`config.mk`:
```
export PLATFORM = sky130hd
export DESIGN_NAME = dispatch_top
export DESIGN_NICKNAME = d
export VERILOG_FILES = /design/src/hw/dispatch_pkg.sv /design/src/hw/dispatch_ctrl.sv /design/src/hw/dispatch_top.sv /design/src/hw/fu_status_table.sv /design/src/hw/instr_decoder.sv /design/src/hw/reg_status_table.sv
export SDC_FILE = /design/constraint.sdc
export NUM_CORES = 1
export LEC_CHECK = 0
export BUFFER_PORTS_ARGS = -buffer_cell sky130_fd_sc_hd__buf_2
export CAP_MARGIN = 30
export CORE_MARGIN = 3
export CORE_UTILIZATION = 57
export CTS_CLUSTER_DIAMETER = 50
export DETAILED_ROUTE_END_ITERATION = 10
export GPL_ROUTABILITY_DRIVEN = 0
export PLACE_DENSITY = 0.74
export SETUP_SLACK_MARGIN = 0.4
export SLEW_MARGIN = 20
export SYNTH_ARGS = -nofsm -noshare
export SYNTH_HDL_FRONTEND = slang
export SYNTH_HIERARCHICAL = 1
export SYNTH_SLANG_ARGS = --single-unit
```
`constraint.sdc`:
```
create_clock -name CLK -period 5.5 [get_ports CLK]
set_input_delay 0.55 -clock CLK [delete_from_list [all_inputs] [get_ports CLK]]
set_output_delay 0.55 -clock CLK [all_outputs]
set_load 0.01 [all_outputs]
```
`src/hw/dispatch_pkg.sv`:
```
`default_nettype none

package dispatch_pkg;

    localparam int WORD_W   = 32;
    localparam int NUM_REGS = 32;
    localparam int NUM_FU   = 3;

    typedef logic [4:0] reg_idx_t;

    // the value of a unit doubles as its index into the FU status table
    typedef enum logic [1:0] {
        FU_ALU    = 2'd0,
        FU_LD_ST  = 2'd1,
        FU_BRANCH = 2'd2,
        FU_NONE   = 2'd3
    } fu_t;

    // names the unit that will write a register and is TAG_NONE once the value is ready
    typedef enum logic [1:0] {
        TAG_NONE = 2'd0,
        TAG_ALU  = 2'd1,
        TAG_BR   = 2'd2,
        TAG_LD   = 2'd3
    } tag_t;

    typedef enum logic [6:0] {
        OP_R      = 7'b0110011,
        OP_I      = 7'b0010011,
        OP_LOAD   = 7'b0000011,
        OP_STORE  = 7'b0100011,
        OP_BRANCH = 7'b1100011,
        OP_JAL    = 7'b1101111,
        OP_JALR   = 7'b1100111,
        OP_HALT   = 7'b1111111
    } opcode_t;

    typedef struct packed {
        fu_t               fu;
        reg_idx_t          rd;
        reg_idx_t          rs1;
        reg_idx_t          rs2;
        logic [WORD_W-1:0] imm;
        logic              reg_write;
        logic              is_branch;
        logic              is_halt;
    } decoded_t;

    // one entry of the FU status table
    typedef struct packed {
        decoded_t dec;
        tag_t     t1;
        tag_t     t2;
        logic     spec;
    } fu_op_t;

    typedef struct packed {
        fu_t               fu;
        reg_idx_t          rd;
        reg_idx_t          rs1;
        reg_idx_t          rs2;
        logic [WORD_W-1:0] imm;
        logic              spec;
    } issue_t;

    // writeback broadcast where rd is the register that was written
    typedef struct packed {
        logic     en;
        reg_idx_t rd;
        tag_t     tag;
    } wb_t;

endpackage

`default_nettype wire

```
`src/hw/dispatch_ctrl.sv`:
```
`timescale 1ns/100ps
`default_nettype none

module dispatch_ctrl (
    input  wire logic                              CLK,
    input  wire logic                              nRST,
    input  wire logic                              in_valid,
    output logic                                   in_ready,
    input  wire dispatch_pkg::decoded_t            dec,
    input  wire dispatch_pkg::tag_t                rd_tag,
    input  wire dispatch_pkg::tag_t                rs1_tag,
    input  wire dispatch_pkg::tag_t                rs2_tag,
    input  wire logic [dispatch_pkg::NUM_FU-1:0]   busy,
    input  wire logic [dispatch_pkg::NUM_FU-1:0]   issuing,
    input  wire dispatch_pkg::wb_t                 wb,
    input  wire logic                              branch_resolved,
    input  wire logic                              branch_miss,
    output logic                                   set_en,
    output dispatch_pkg::reg_idx_t                 set_reg,
    output dispatch_pkg::tag_t                     set_tag,
    output logic                                   set_spec,
    output logic                                   wr_en,
    output dispatch_pkg::fu_op_t                   wr_op,
    output logic                                   halted
);

    import dispatch_pkg::*;

    logic spec_q;
    logic halt_q;
    logic struct_haz;
    logic waw;
    logic writes_rd;
    logic accept;
    logic spec_now;
    tag_t t1;
    tag_t t2;

    // the target unit is only free this cycle if its op is leaving
    always_comb begin
        struct_haz = 1'b0;
        if (dec.fu != FU_NONE) begin
            struct_haz = busy[dec.fu] && !issuing[dec.fu];
        end
    end

    // r0 is never tracked so writes to it carry no WAW risk
    assign writes_rd = dec.reg_write && dec.rd != '0;
    assign waw       = writes_rd && rd_tag != TAG_NONE;
    assign in_ready  = !(struct_haz || waw || halt_q || branch_miss);
    assign accept    = in_valid && in_ready;

    // new work is not speculative once the branch it follows resolves
    assign spec_now  = spec_q && !branch_resolved;

    // a writeback this cycle is not yet visible in the status table
    assign t1 = (wb.en && wb.rd == dec.rs1 && wb.tag == rs1_tag) ? TAG_NONE : rs1_tag;
    assign t2 = (wb.en && wb.rd == dec.rs2 && wb.tag == rs2_tag) ? TAG_NONE : rs2_tag;

    always_comb begin
        case (dec.fu)
            FU_ALU:    set_tag = TAG_ALU;
            FU_LD_ST:  set_tag = TAG_LD;
            FU_BRANCH: set_tag = TAG_BR;
            default:   set_tag = TAG_NONE;
        endcase
    end

    assign set_en   = accept && writes_rd;
    assign set_reg  = dec.rd;
    assign set_spec = spec_now;

    assign wr_en = accept && dec.fu != FU_NONE;
    assign wr_op = '{dec: dec, t1: t1, t2: t2, spec: spec_now};

    always_ff @(posedge CLK, negedge nRST) begin
        if (!nRST) begin
            spec_q <= 1'b0;
            halt_q <= 1'b0;
        end else begin
            if (branch_resolved || branch_miss) begin
                spec_q <= 1'b0;
            end else if (accept && dec.is_branch) begin
                spec_q <= 1'b1;
            end
            // a halt behind a mispredicted branch is discarded with it
            if (branch_miss) begin
                halt_q <= 1'b0;
            end else if (accept && dec.is_halt) begin
                halt_q <= 1'b1;
            end
        end
    end

    assign halted = halt_q;

endmodule

`default_nettype wire

```
`src/hw/dispatch_top.sv`:
```
`timescale 1ns/100ps
`default_nettype none

module dispatch_top #(
    parameter int NUM_REGS = dispatch_pkg::NUM_REGS
) (
    input  wire logic                              CLK,
    input  wire logic                              nRST,
    input  wire logic                              in_valid,
    input  wire logic [dispatch_pkg::WORD_W-1:0]   in_instr,
    output logic                                   in_ready,
    output logic                                   exec_valid,
    output dispatch_pkg::issue_t                   exec_op,
    input  wire logic                              exec_ready,
    input  wire dispatch_pkg::wb_t                 wb,
    input  wire logic                              branch_resolved,
    input  wire logic                              branch_miss,
    output logic                                   halted
);

    import dispatch_pkg::*;

    decoded_t          dec;
    tag_t              rd_tag;
    tag_t              rs1_tag;
    tag_t              rs2_tag;
    logic [NUM_FU-1:0] busy;
    logic [NUM_FU-1:0] issuing;
    logic              set_en;
    reg_idx_t          set_reg;
    tag_t              set_tag;
    logic              set_spec;
    logic              wr_en;
    fu_op_t            wr_op;

    instr_decoder i_dec (
        .instr (in_instr),
        .dec   (dec)
    );

    reg_status_table #(
        .NUM_REGS (NUM_REGS)
    ) i_rst (
        .CLK             (CLK),
        .nRST            (nRST),
        .set_en          (set_en),
        .set_reg         (set_reg),
        .set_tag         (set_tag),
        .set_spec        (set_spec),
        .wb              (wb),
        .branch_resolved (branch_resolved),
        .branch_miss     (branch_miss),
        .rd_q            (dec.rd),
        .rs1_q           (dec.rs1),
        .rs2_q           (dec.rs2),
        .rd_tag          (rd_tag),
        .rs1_tag         (rs1_tag),
        .rs2_tag         (rs2_tag)
    );

    fu_status_table i_fust (
        .CLK             (CLK),
        .nRST            (nRST),
        .wr_en           (wr_en),
        .wr_op           (wr_op),
        .wb              (wb),
        .branch_resolved (branch_resolved),
        .branch_miss     (branch_miss),
        .busy            (busy),
        .issuing         (issuing),
        .exec_valid      (exec_valid),
        .exec_op         (exec_op),
        .exec_ready      (exec_ready)
    );

    dispatch_ctrl i_ctrl (
        .CLK             (CLK),
        .nRST            (nRST),
        .in_valid        (in_valid),
        .in_ready        (in_ready),
        .dec             (dec),
        .rd_tag          (rd_tag),
        .rs1_tag         (rs1_tag),
        .rs2_tag         (rs2_tag),
        .busy            (busy),
        .issuing         (issuing),
        .wb              (wb),
        .branch_resolved (branch_resolved),
        .branch_miss     (branch_miss),
        .set_en          (set_en),
        .set_reg         (set_reg),
        .set_tag         (set_tag),
        .set_spec        (set_spec),
        .wr_en           (wr_en),
        .wr_op           (wr_op),
        .halted          (halted)
    );

endmodule

`default_nettype wire

```
`src/hw/fu_status_table.sv`:
```
`timescale 1ns/100ps
`default_nettype none

module fu_status_table (
    input  wire logic                              CLK,
    input  wire logic                              nRST,
    input  wire logic                              wr_en,
    input  wire dispatch_pkg::fu_op_t              wr_op,
    input  wire dispatch_pkg::wb_t                 wb,
    input  wire logic                              branch_resolved,
    input  wire logic                              branch_miss,
    output logic [dispatch_pkg::NUM_FU-1:0]        busy,
    output logic [dispatch_pkg::NUM_FU-1:0]        issuing,
    output logic                                   exec_valid,
    output dispatch_pkg::issue_t                   exec_op,
    input  wire logic                              exec_ready
);

    import dispatch_pkg::*;

    fu_op_t              ent_q [NUM_FU];
    logic [NUM_FU-1:0]   busy_q;
    logic [NUM_FU-1:0]   issued_q;
    logic [NUM_FU-1:0]   ready;
    fu_t                 slot_fu;
    fu_t                 pick;
    logic                pick_valid;
    logic                slot_load;
    logic                handshake;
    issue_t              pick_op;

    // clears source tags hit by a writeback and the spec bit on a resolve
    function automatic fu_op_t refresh(fu_op_t op, wb_t w, logic resolved);
        fu_op_t r;
        r = op;
        if (w.en && w.rd == op.dec.rs1 && w.tag == op.t1) begin
            r.t1 = TAG_NONE;
        end
        if (w.en && w.rd == op.dec.rs2 && w.tag == op.t2) begin
            r.t2 = TAG_NONE;
        end
        if (resolved) begin
            r.spec = 1'b0;
        end
        return r;
    endfunction

    assign handshake = exec_valid && exec_ready;
    assign slot_load = !exec_valid || exec_ready;
    assign busy      = busy_q;

    always_comb begin
        for (int u = 0; u < NUM_FU; u++) begin
            ready[u]   = busy_q[u] && !issued_q[u] &&
                         ent_q[u].t1 == TAG_NONE && ent_q[u].t2 == TAG_NONE;
            issuing[u] = handshake && slot_fu == u;
        end
    end

    // walk down so that the lowest unit, the ALU, wins
    always_comb begin
        pick       = FU_ALU;
        pick_valid = 1'b0;
        for (int u = NUM_FU - 1; u >= 0; u--) begin
            if (ready[u]) begin
                pick       = fu_t'(u);
                pick_valid = 1'b1;
            end
        end
    end

    always_comb begin
        pick_op.fu   = ent_q[pick].dec.fu;
        pick_op.rd   = ent_q[pick].dec.rd;
        pick_op.rs1  = ent_q[pick].dec.rs1;
        pick_op.rs2  = ent_q[pick].dec.rs2;
        pick_op.imm  = ent_q[pick].dec.imm;
        pick_op.spec = ent_q[pick].spec && !branch_resolved;
    end

    always_ff @(posedge CLK) begin
        for (int u = 0; u < NUM_FU; u++) begin
            if (wr_en && wr_op.dec.fu == u) begin
                ent_q[u] <= refresh(wr_op, wb, branch_resolved);
            end else begin
                ent_q[u] <= refresh(ent_q[u], wb, branch_resolved);
            end
        end
        if (slot_load && pick_valid) begin
            exec_op <= pick_op;
            slot_fu <= pick;
        end else if (branch_resolved) begin
            exec_op.spec <= 1'b0;
        end
    end

    // an entry stays busy from dispatch until its op leaves the output slot
    always_ff @(posedge CLK, negedge nRST) begin
        if (!nRST) begin
            busy_q     <= '0;
            issued_q   <= '0;
            exec_valid <= 1'b0;
        end else begin
            if (slot_load) begin
                exec_valid <= pick_valid;
                if (pick_valid) begin
                    issued_q[pick] <= 1'b1;
                end
            end
            for (int u = 0; u < NUM_FU; u++) begin
                if (issuing[u]) begin
                    busy_q[u]   <= 1'b0;
                    issued_q[u] <= 1'b0;
                end
                if (wr_en && wr_op.dec.fu == u) begin
                    busy_q[u]   <= 1'b1;
                    issued_q[u] <= 1'b0;
                end
                if (branch_miss && ent_q[u].spec) begin
                    busy_q[u]   <= 1'b0;
                    issued_q[u] <= 1'b0;
                end
            end
            // a wrong-path op never reaches execute, even when already in the slot
            if (branch_miss && (slot_load ? pick_valid && pick_op.spec
                                          : exec_op.spec)) begin
                exec_valid <= 1'b0;
            end
        end
    end

endmodule

`default_nettype wire

```
`src/hw/instr_decoder.sv`:
```
`timescale 1ns/100ps
`default_nettype none

module instr_decoder (
    input  wire logic [dispatch_pkg::WORD_W-1:0] instr,
    output dispatch_pkg::decoded_t               dec
);

    import dispatch_pkg::*;

    opcode_t           op;
    logic [WORD_W-1:0] imm_i;
    logic [WORD_W-1:0] imm_s;
    logic [WORD_W-1:0] imm_b;
    logic [WORD_W-1:0] imm_j;

    assign op = opcode_t'(instr[6:0]);

    // sign extended immediates of the RISC-V formats in use
    assign imm_i = {{20{instr[31]}}, instr[31:20]};
    assign imm_s = {{20{instr[31]}}, instr[31:25], instr[11:7]};
    assign imm_b = {{19{instr[31]}}, instr[31], instr[7], instr[30:25], instr[11:8], 1'b0};
    assign imm_j = {{11{instr[31]}}, instr[31], instr[19:12], instr[20], instr[30:21], 1'b0};

    // register fields an opcode does not use are forced to zero
    // so that r0 never creates a dependency in the status tables
    always_comb begin
        dec           = '0;
        dec.fu        = FU_NONE;
        dec.rd        = instr[11:7];
        dec.rs1       = instr[19:15];
        dec.rs2       = instr[24:20];
        case (op)
            OP_R: begin
                dec.fu        = FU_ALU;
                dec.reg_write = 1'b1;
            end
            OP_I: begin
                dec.fu        = FU_ALU;
                dec.reg_write = 1'b1;
                dec.rs2       = '0;
                dec.imm       = imm_i;
            end
            OP_LOAD: begin
                dec.fu        = FU_LD_ST;
                dec.reg_write = 1'b1;
                dec.rs2       = '0;
                dec.imm       = imm_i;
            end
            OP_STORE: begin
                dec.fu        = FU_LD_ST;
                dec.rd        = '0;
                dec.imm       = imm_s;
            end
            OP_BRANCH: begin
                dec.fu        = FU_BRANCH;
                dec.is_branch = 1'b1;
                dec.rd        = '0;
                dec.imm       = imm_b;
            end
            OP_JAL: begin
                dec.fu        = FU_BRANCH;
                dec.reg_write = 1'b1;
                dec.rs1       = '0;
                dec.rs2       = '0;
                dec.imm       = imm_j;
            end
            OP_JALR: begin
                dec.fu        = FU_BRANCH;
                dec.reg_write = 1'b1;
                dec.rs2       = '0;
                dec.imm       = imm_i;
            end
            OP_HALT: begin
                dec.is_halt   = 1'b1;
                dec.rd        = '0;
                dec.rs1       = '0;
                dec.rs2       = '0;
            end
            default: begin
                // unknown opcodes pass through as a nop
                dec.rd        = '0;
                dec.rs1       = '0;
                dec.rs2       = '0;
            end
        endcase
    end

endmodule

`default_nettype wire

```
`src/hw/reg_status_table.sv`:
```
`timescale 1ns/100ps
`default_nettype none

module reg_status_table #(
    parameter int NUM_REGS = dispatch_pkg::NUM_REGS
) (
    input  wire logic                   CLK,
    input  wire logic                   nRST,
    input  wire logic                   set_en,
    input  wire dispatch_pkg::reg_idx_t set_reg,
    input  wire dispatch_pkg::tag_t     set_tag,
    input  wire logic                   set_spec,
    input  wire dispatch_pkg::wb_t      wb,
    input  wire logic                   branch_resolved,
    input  wire logic                   branch_miss,
    input  wire dispatch_pkg::reg_idx_t rd_q,
    input  wire dispatch_pkg::reg_idx_t rs1_q,
    input  wire dispatch_pkg::reg_idx_t rs2_q,
    output dispatch_pkg::tag_t          rd_tag,
    output dispatch_pkg::tag_t          rs1_tag,
    output dispatch_pkg::tag_t          rs2_tag
);

    import dispatch_pkg::*;

    tag_t                tag_q [NUM_REGS];
    logic [NUM_REGS-1:0] spec_q;

    always_ff @(posedge CLK, negedge nRST) begin
        if (!nRST) begin
            spec_q <= '0;
            for (int i = 0; i < NUM_REGS; i++) begin
                tag_q[i] <= TAG_NONE;
            end
        end else begin
            for (int i = 0; i < NUM_REGS; i++) begin
                if (branch_miss && spec_q[i]) begin
                    // the writer was on the wrong path and will never write back
                    tag_q[i]  <= TAG_NONE;
                    spec_q[i] <= 1'b0;
                end else if (set_en && set_reg == i) begin
                    tag_q[i]  <= set_tag;
                    spec_q[i] <= set_spec;
                end else if (wb.en && wb.rd == i && wb.tag == tag_q[i]) begin
                    tag_q[i]  <= TAG_NONE;
                    spec_q[i] <= 1'b0;
                end else if (branch_resolved) begin
                    spec_q[i] <= 1'b0;
                end
            end
        end
    end

    // lookups see the table before this cycle's updates
    assign rd_tag  = tag_q[rd_q];
    assign rs1_tag = tag_q[rs1_q];
    assign rs2_tag = tag_q[rs2_q];

endmodule

`default_nettype wire

```
; ---- Word level (Yosys, flattened, before mapping)
; Memory sizes are Yosys's and may differ from the RTL's.
; Cells that the tools add are included.
[totals]
ramBits = 171
regBits = 157
mem_bits_ro = 0
output_inout_bits = 53
wordCells = 805
latchBits = 0
mem_count = 1
[op_classes]
eq_ne = 125
mux = 296
n_mul = 0
n_shift = 0
addsub = 0
order_cmp = 6
reduce_logical = 290
bitwise_logic = 7
div = 0
[mem_list]
columns = memory, depth, word_bits, rd, rd_ports_with_merged_regs, wr, line
row1 = i_fust.ent_q, 3, 57, 4, 0, 3, fu_status_table.sv:21  ; fu_op_t ent_q [NUM_FU];
[ops]
columns = cell, count
row1 = two-way mux 2 bit, 127
row2 = logical AND 1 bit, 179
row3 = two-way mux 57 bit, 3
row4 = "== test 5 bit, second input constant", 32
row5 = two-way mux 1 bit, 152
row6 = nonzero test 4 bit, 38
row7 = one-hot mux 32 bit (4 select lines), 1
row8 = nonzero test 3 bit, 35
row9 = == test 2 bit, 42
row10 = "== test 5 x 4 -> 1 bit, second input constant", 16
row11 = "== test 5 x 3 -> 1 bit, second input constant", 8
row12 = == test 5 bit, 8
row13 = binary-select mux 2 bit (select 5 bit), 3
row14 = "== test 7 bit, second input constant", 4
row15 = "== test 5 x 2 -> 1 bit, second input constant", 4
row16 = "greater-or-equal comparator 6 bit, second input constant", 3
row17 = NOT 5 -> 6 bit, 3
row18 = logical NOT 2 bit, 8
row19 = two-way mux 5 bit, 3
row20 = "== test 7 x 6 -> 1 bit, second input constant", 2
row21 = one-hot mux 2 bit (3 select lines), 2
row22 = "== test 5 x 1 -> 1 bit, second input constant", 2
row23 = logical NOT 5 bit, 2
row24 = nonzero test 2 bit, 5
row25 = 20 further kinds, 42

; ---- Depth between registers and ports, before layout
[depth]
word_depth = 19
ltp_mapped = 20
ltp_nobuf = 17

; ---- Hierarchy
; Netlist, hierarchy kept.
[modules_own_cells]
columns = mod, seq_area_each_um2, cells_each, n_inst, area_per_inst_um2
row1 = fu_status_table, 6601.3, 502, 1, 8630.8
row2 = reg_status_table, 2402.3, 679, 1, 6718.9
row3 = dispatch_ctrl, 50.0, 111, 1, 883.3
row4 = instr_decoder, 0.0, 76, 1, 569.3

; ---- Worst setup path before layout
; Ideal clock, no wire load.
[synth_timing]
kind = input -> register
from = in in_instr[3] in the netlist's numbering
to = mem i_fust/ent_q[0][10] in the netlist's numbering (enable)
slack_ps = -106
t_arrival_ps = 5202
cell_stages = 17
cell_sequence = nand3b_4 or3_4 mux2_4 nor2b_2 buf_2 buf_2 buf_4 mux2i_1 a22oi_1 a31oi_1 o311ai_0 o221ai_4 nand2_4 nor4b_2 or3b_2 clkbuf_1 inv_1
[synth_lines]
columns = item, line
row1 = start: declaration, dispatch_top.sv:10  ; input wire logic [dispatch_pkg::WORD_W-1:0] in_instr,
row2 = end: declaration, fu_status_table.sv:21

==> results.md <==
* CTS tree: yes
* Gr ovfl total at 0
* Layout cells sized above 1 at approximately 17%
* Clk pwr share at 44.9%
* Rel. slew slack at between 30% and 40%
* Total Wirelength at 45.0 mm
* Peak supply drop at 0.000220 V
* Die height at about 180 µm
* First-pass GRT wire length at 68.7 mm
* Cell area after layout at 0.0185 mm²
* Synth warn at 6
* Mapped Avg Cell Area at 12.3 µm²
* Gr usage total at approximately 28%
* Max-cap violations at 0
* Worst Hold Class: in2reg
* Clock slew at reported path FFs at 0.06 ns
* Port bufs at 98
* Vias per inst at 6.75
* Sw Share at roughly 22%
* Clock root cell: clkbuf_16
* Reg power frac at 50.3%
* Setup Fix Bufs, Post-CTS at 0
* Initial antenna violation count at 0
* Initial Util at 58.1%
* Post-synthesis cell area at approximately 0.017 mm²
* Max Buffers Root-to-Sink at 3
* Fmax at between 200 and 250 MHz
* H-tree depth at 2
* CP Capture Type: flip-flop
* Final total power at 0.00507 W
* Via count at 12100
* Syn Inst Count at 1365
* DR pass1 iterations at 6
* Worst-path cell chain: buf_2 > nand3b_4 > or3_4 > mux2_4 > nor2b_4 > buf_12 > mux2i_1 > a22oi_1 > and4b_1 > a31oi_1 > o311ai_0 > o221ai_4 > nand2_4 > nor4b_2 > or3b_2 > clkinvlp_4 > buf_4
* Cell Rows at slightly above 60
* Starting DRT DRC Count at 1259
* CTS sink cnt at 319
* Pin count of the biggest net entering global routing at between 70 and 80
* N_diodes at 0
* CP Data Required Time at 5.67 ns
* Psw at 0.00112 W
* Core ar. at approximately 0.029 mm²
* Post-layout minimum cycle time at roughly 4.8 ns
* Fin crit share at between 80% and 90%
* Top-Level Pins at 99
* Crit Path Class: in2reg
* Layout area overhead at 10.2%
* NumNets Final at 1437
* Worst Path Max Fanout at between 40 and 50
* Design internal power at between 0.003 and 0.004 W
* Combinational Power Share at 4.7%
* LEAKAGE at roughly 6.5 nW
* Drt drc at 0
* Fin Setup TNS at 0 ns
* Startpoint types: input pin
* Post-DP Area at approximately 0.017 mm²
* Status: finished clean
* Cts bufs inserted at 36
* Number of nets with antenna violations after routing at 0
* CP max-delay cell: or3b_2
* CP arrival at 4.93 ns
* HPWL after DPL at 28.8 mm
* Final Hold Viols at 0
* CP max stage delay at 0.62 ns
* Post-cts gate resize count at 0
* Setup Skew at 0.0127 ns
* Die area at roughly 0.032 mm²
* RSZ-0062 raised after global routing: false
* Net Count, Synth at about 1400
* Slew Limit Fails at 0
* Clk_lat worst skew at 0.52 ns
* Power per Cell Area at 274 mW/mm²
* Worst slew pin tran at 1.04 ns
* DR WL/cell at 25.0 µm
* Number of global-route vias before repair at ~12000
* Fill count at roughly 2200
* Die width at ~180 µm
* Final setup fails at 0
-- what timing repair did --
action	4_1_cts	5_1_grt
endpoints found under the setup margin	0	0
hold endpoints to repair	24	0
hold buffers	1	0
-- per-layer routing --
layer	part of all wire, %	track usage (%)
met5	0	0
met4	3.6	10.8
met3	8.3	4.73
met2	48	46.2
met1	40	37.6
-- state kept, by name (all words and copies together) (netlist names) --
signal,count
i_ctrl/halted,1
i_ctrl/spec_q,1
i_fust/busy,3
i_fust/ent_q,162
i_fust/exec_op,50
i_fust/exec_valid,1
i_fust/issued_q,3
i_fust/slot_fu,2
i_rst/spec_q,32
i_rst/tag_q,64
-- placed cells by master, fill, tap and decap left out, drive strengths merged, types with 4 or more instances in the layout --
cell type / count
nor2b: 24
a32o: 33
mux2i: 97
nand3: 6
a221oi: 28
a2bb2oi: 48
and2: 22
o311ai: 7
buf: 144
xor2: 60
a22oi: 46
nor3: 10
or2: 4
inv: 14
nor4b: 4
nand2b: 12
clkinv: 8
a22o: 68
o22ai: 49
a21o: 8
a31oi: 9
and4b: 9
dfrtp: 105
clkinvlp: 4
clkbuf: 48
xnor2: 74
nand3b: 5
edfxtp: 214
nor4: 29
a21oi: 43
o21ai: 15
nand2: 65
nand4b: 7
nor2: 31
nand4: 25
-- through the flow --
stage,utilization (%),instances,setup WS (ns),hold slack [ns]
after detailed placement,60.1,1732,0.295,0.492
after global placement,59.8,1729,0.411,0.504
final,64.1,1798,0.733,0.360
after global routing,64.1,1798,0.534,0.359
after CTS,64.1,1797,0.814,0.345
after floorplan,-,1365,0.428,0.254
-- layout make-up --
class / instances / area (µm²) / area share, %
clock buffer: 48 / 976 / 5.28
clock inverter: 16 / 150 / 0.812
inverter: 11 / 52.6 / 0.284
multi-input combinational: 875 / 6830 / 36.9
sequential: 319 / 9050 / 48.9
tap: 384 / 480 / 2.60
timing repair buffer: 145 / 958 / 5.18
-- critical path: cells and delay by family --
kind	cells	cell delay, ns
mux	2	0.61
compound gates	4	0.87
simple gates	7	1.97
buf+inv	4	0.88
-- worst paths after layout --
check                                   start                   to  slack [ns]  cells after the start
hold reg to reg            i_fust/ent_q[1][0]   i_fust/issued_q[1]        0.53                      1
setup reg to reg              i_rst/tag_q[40]  i_fust/ent_q[0][56]        1.90                     11
hold / removal                   in_instr[14]  i_fust/ent_q[1][22]        0.36                      2
setup / recovery                  in_instr[3]  i_fust/ent_q[0][56]        0.73                     17
max in group asynchronous                nRST     i_rst/spec_q[17]        4.27                      3
min in group asynchronous                nRST     i_rst/spec_q[24]        0.49                      2
-- power by group through the flow --
stage | logic, W | registers (W) | clock network (W)
final | 0.000240 | 0.00255 | 0.00228
after global routing | 0.000254 | 0.00255 | 0.00240
after CTS | 0.000236 | 0.00255 | 0.00231
after detailed placement | 0.000234 | 0.00260 | 0
after global placement | 0.000227 | 0.00260 | 0
after floorplan | 0.000142 | 0.00260 | 0
No activity file was read; power rests on OpenSTA's default activity.
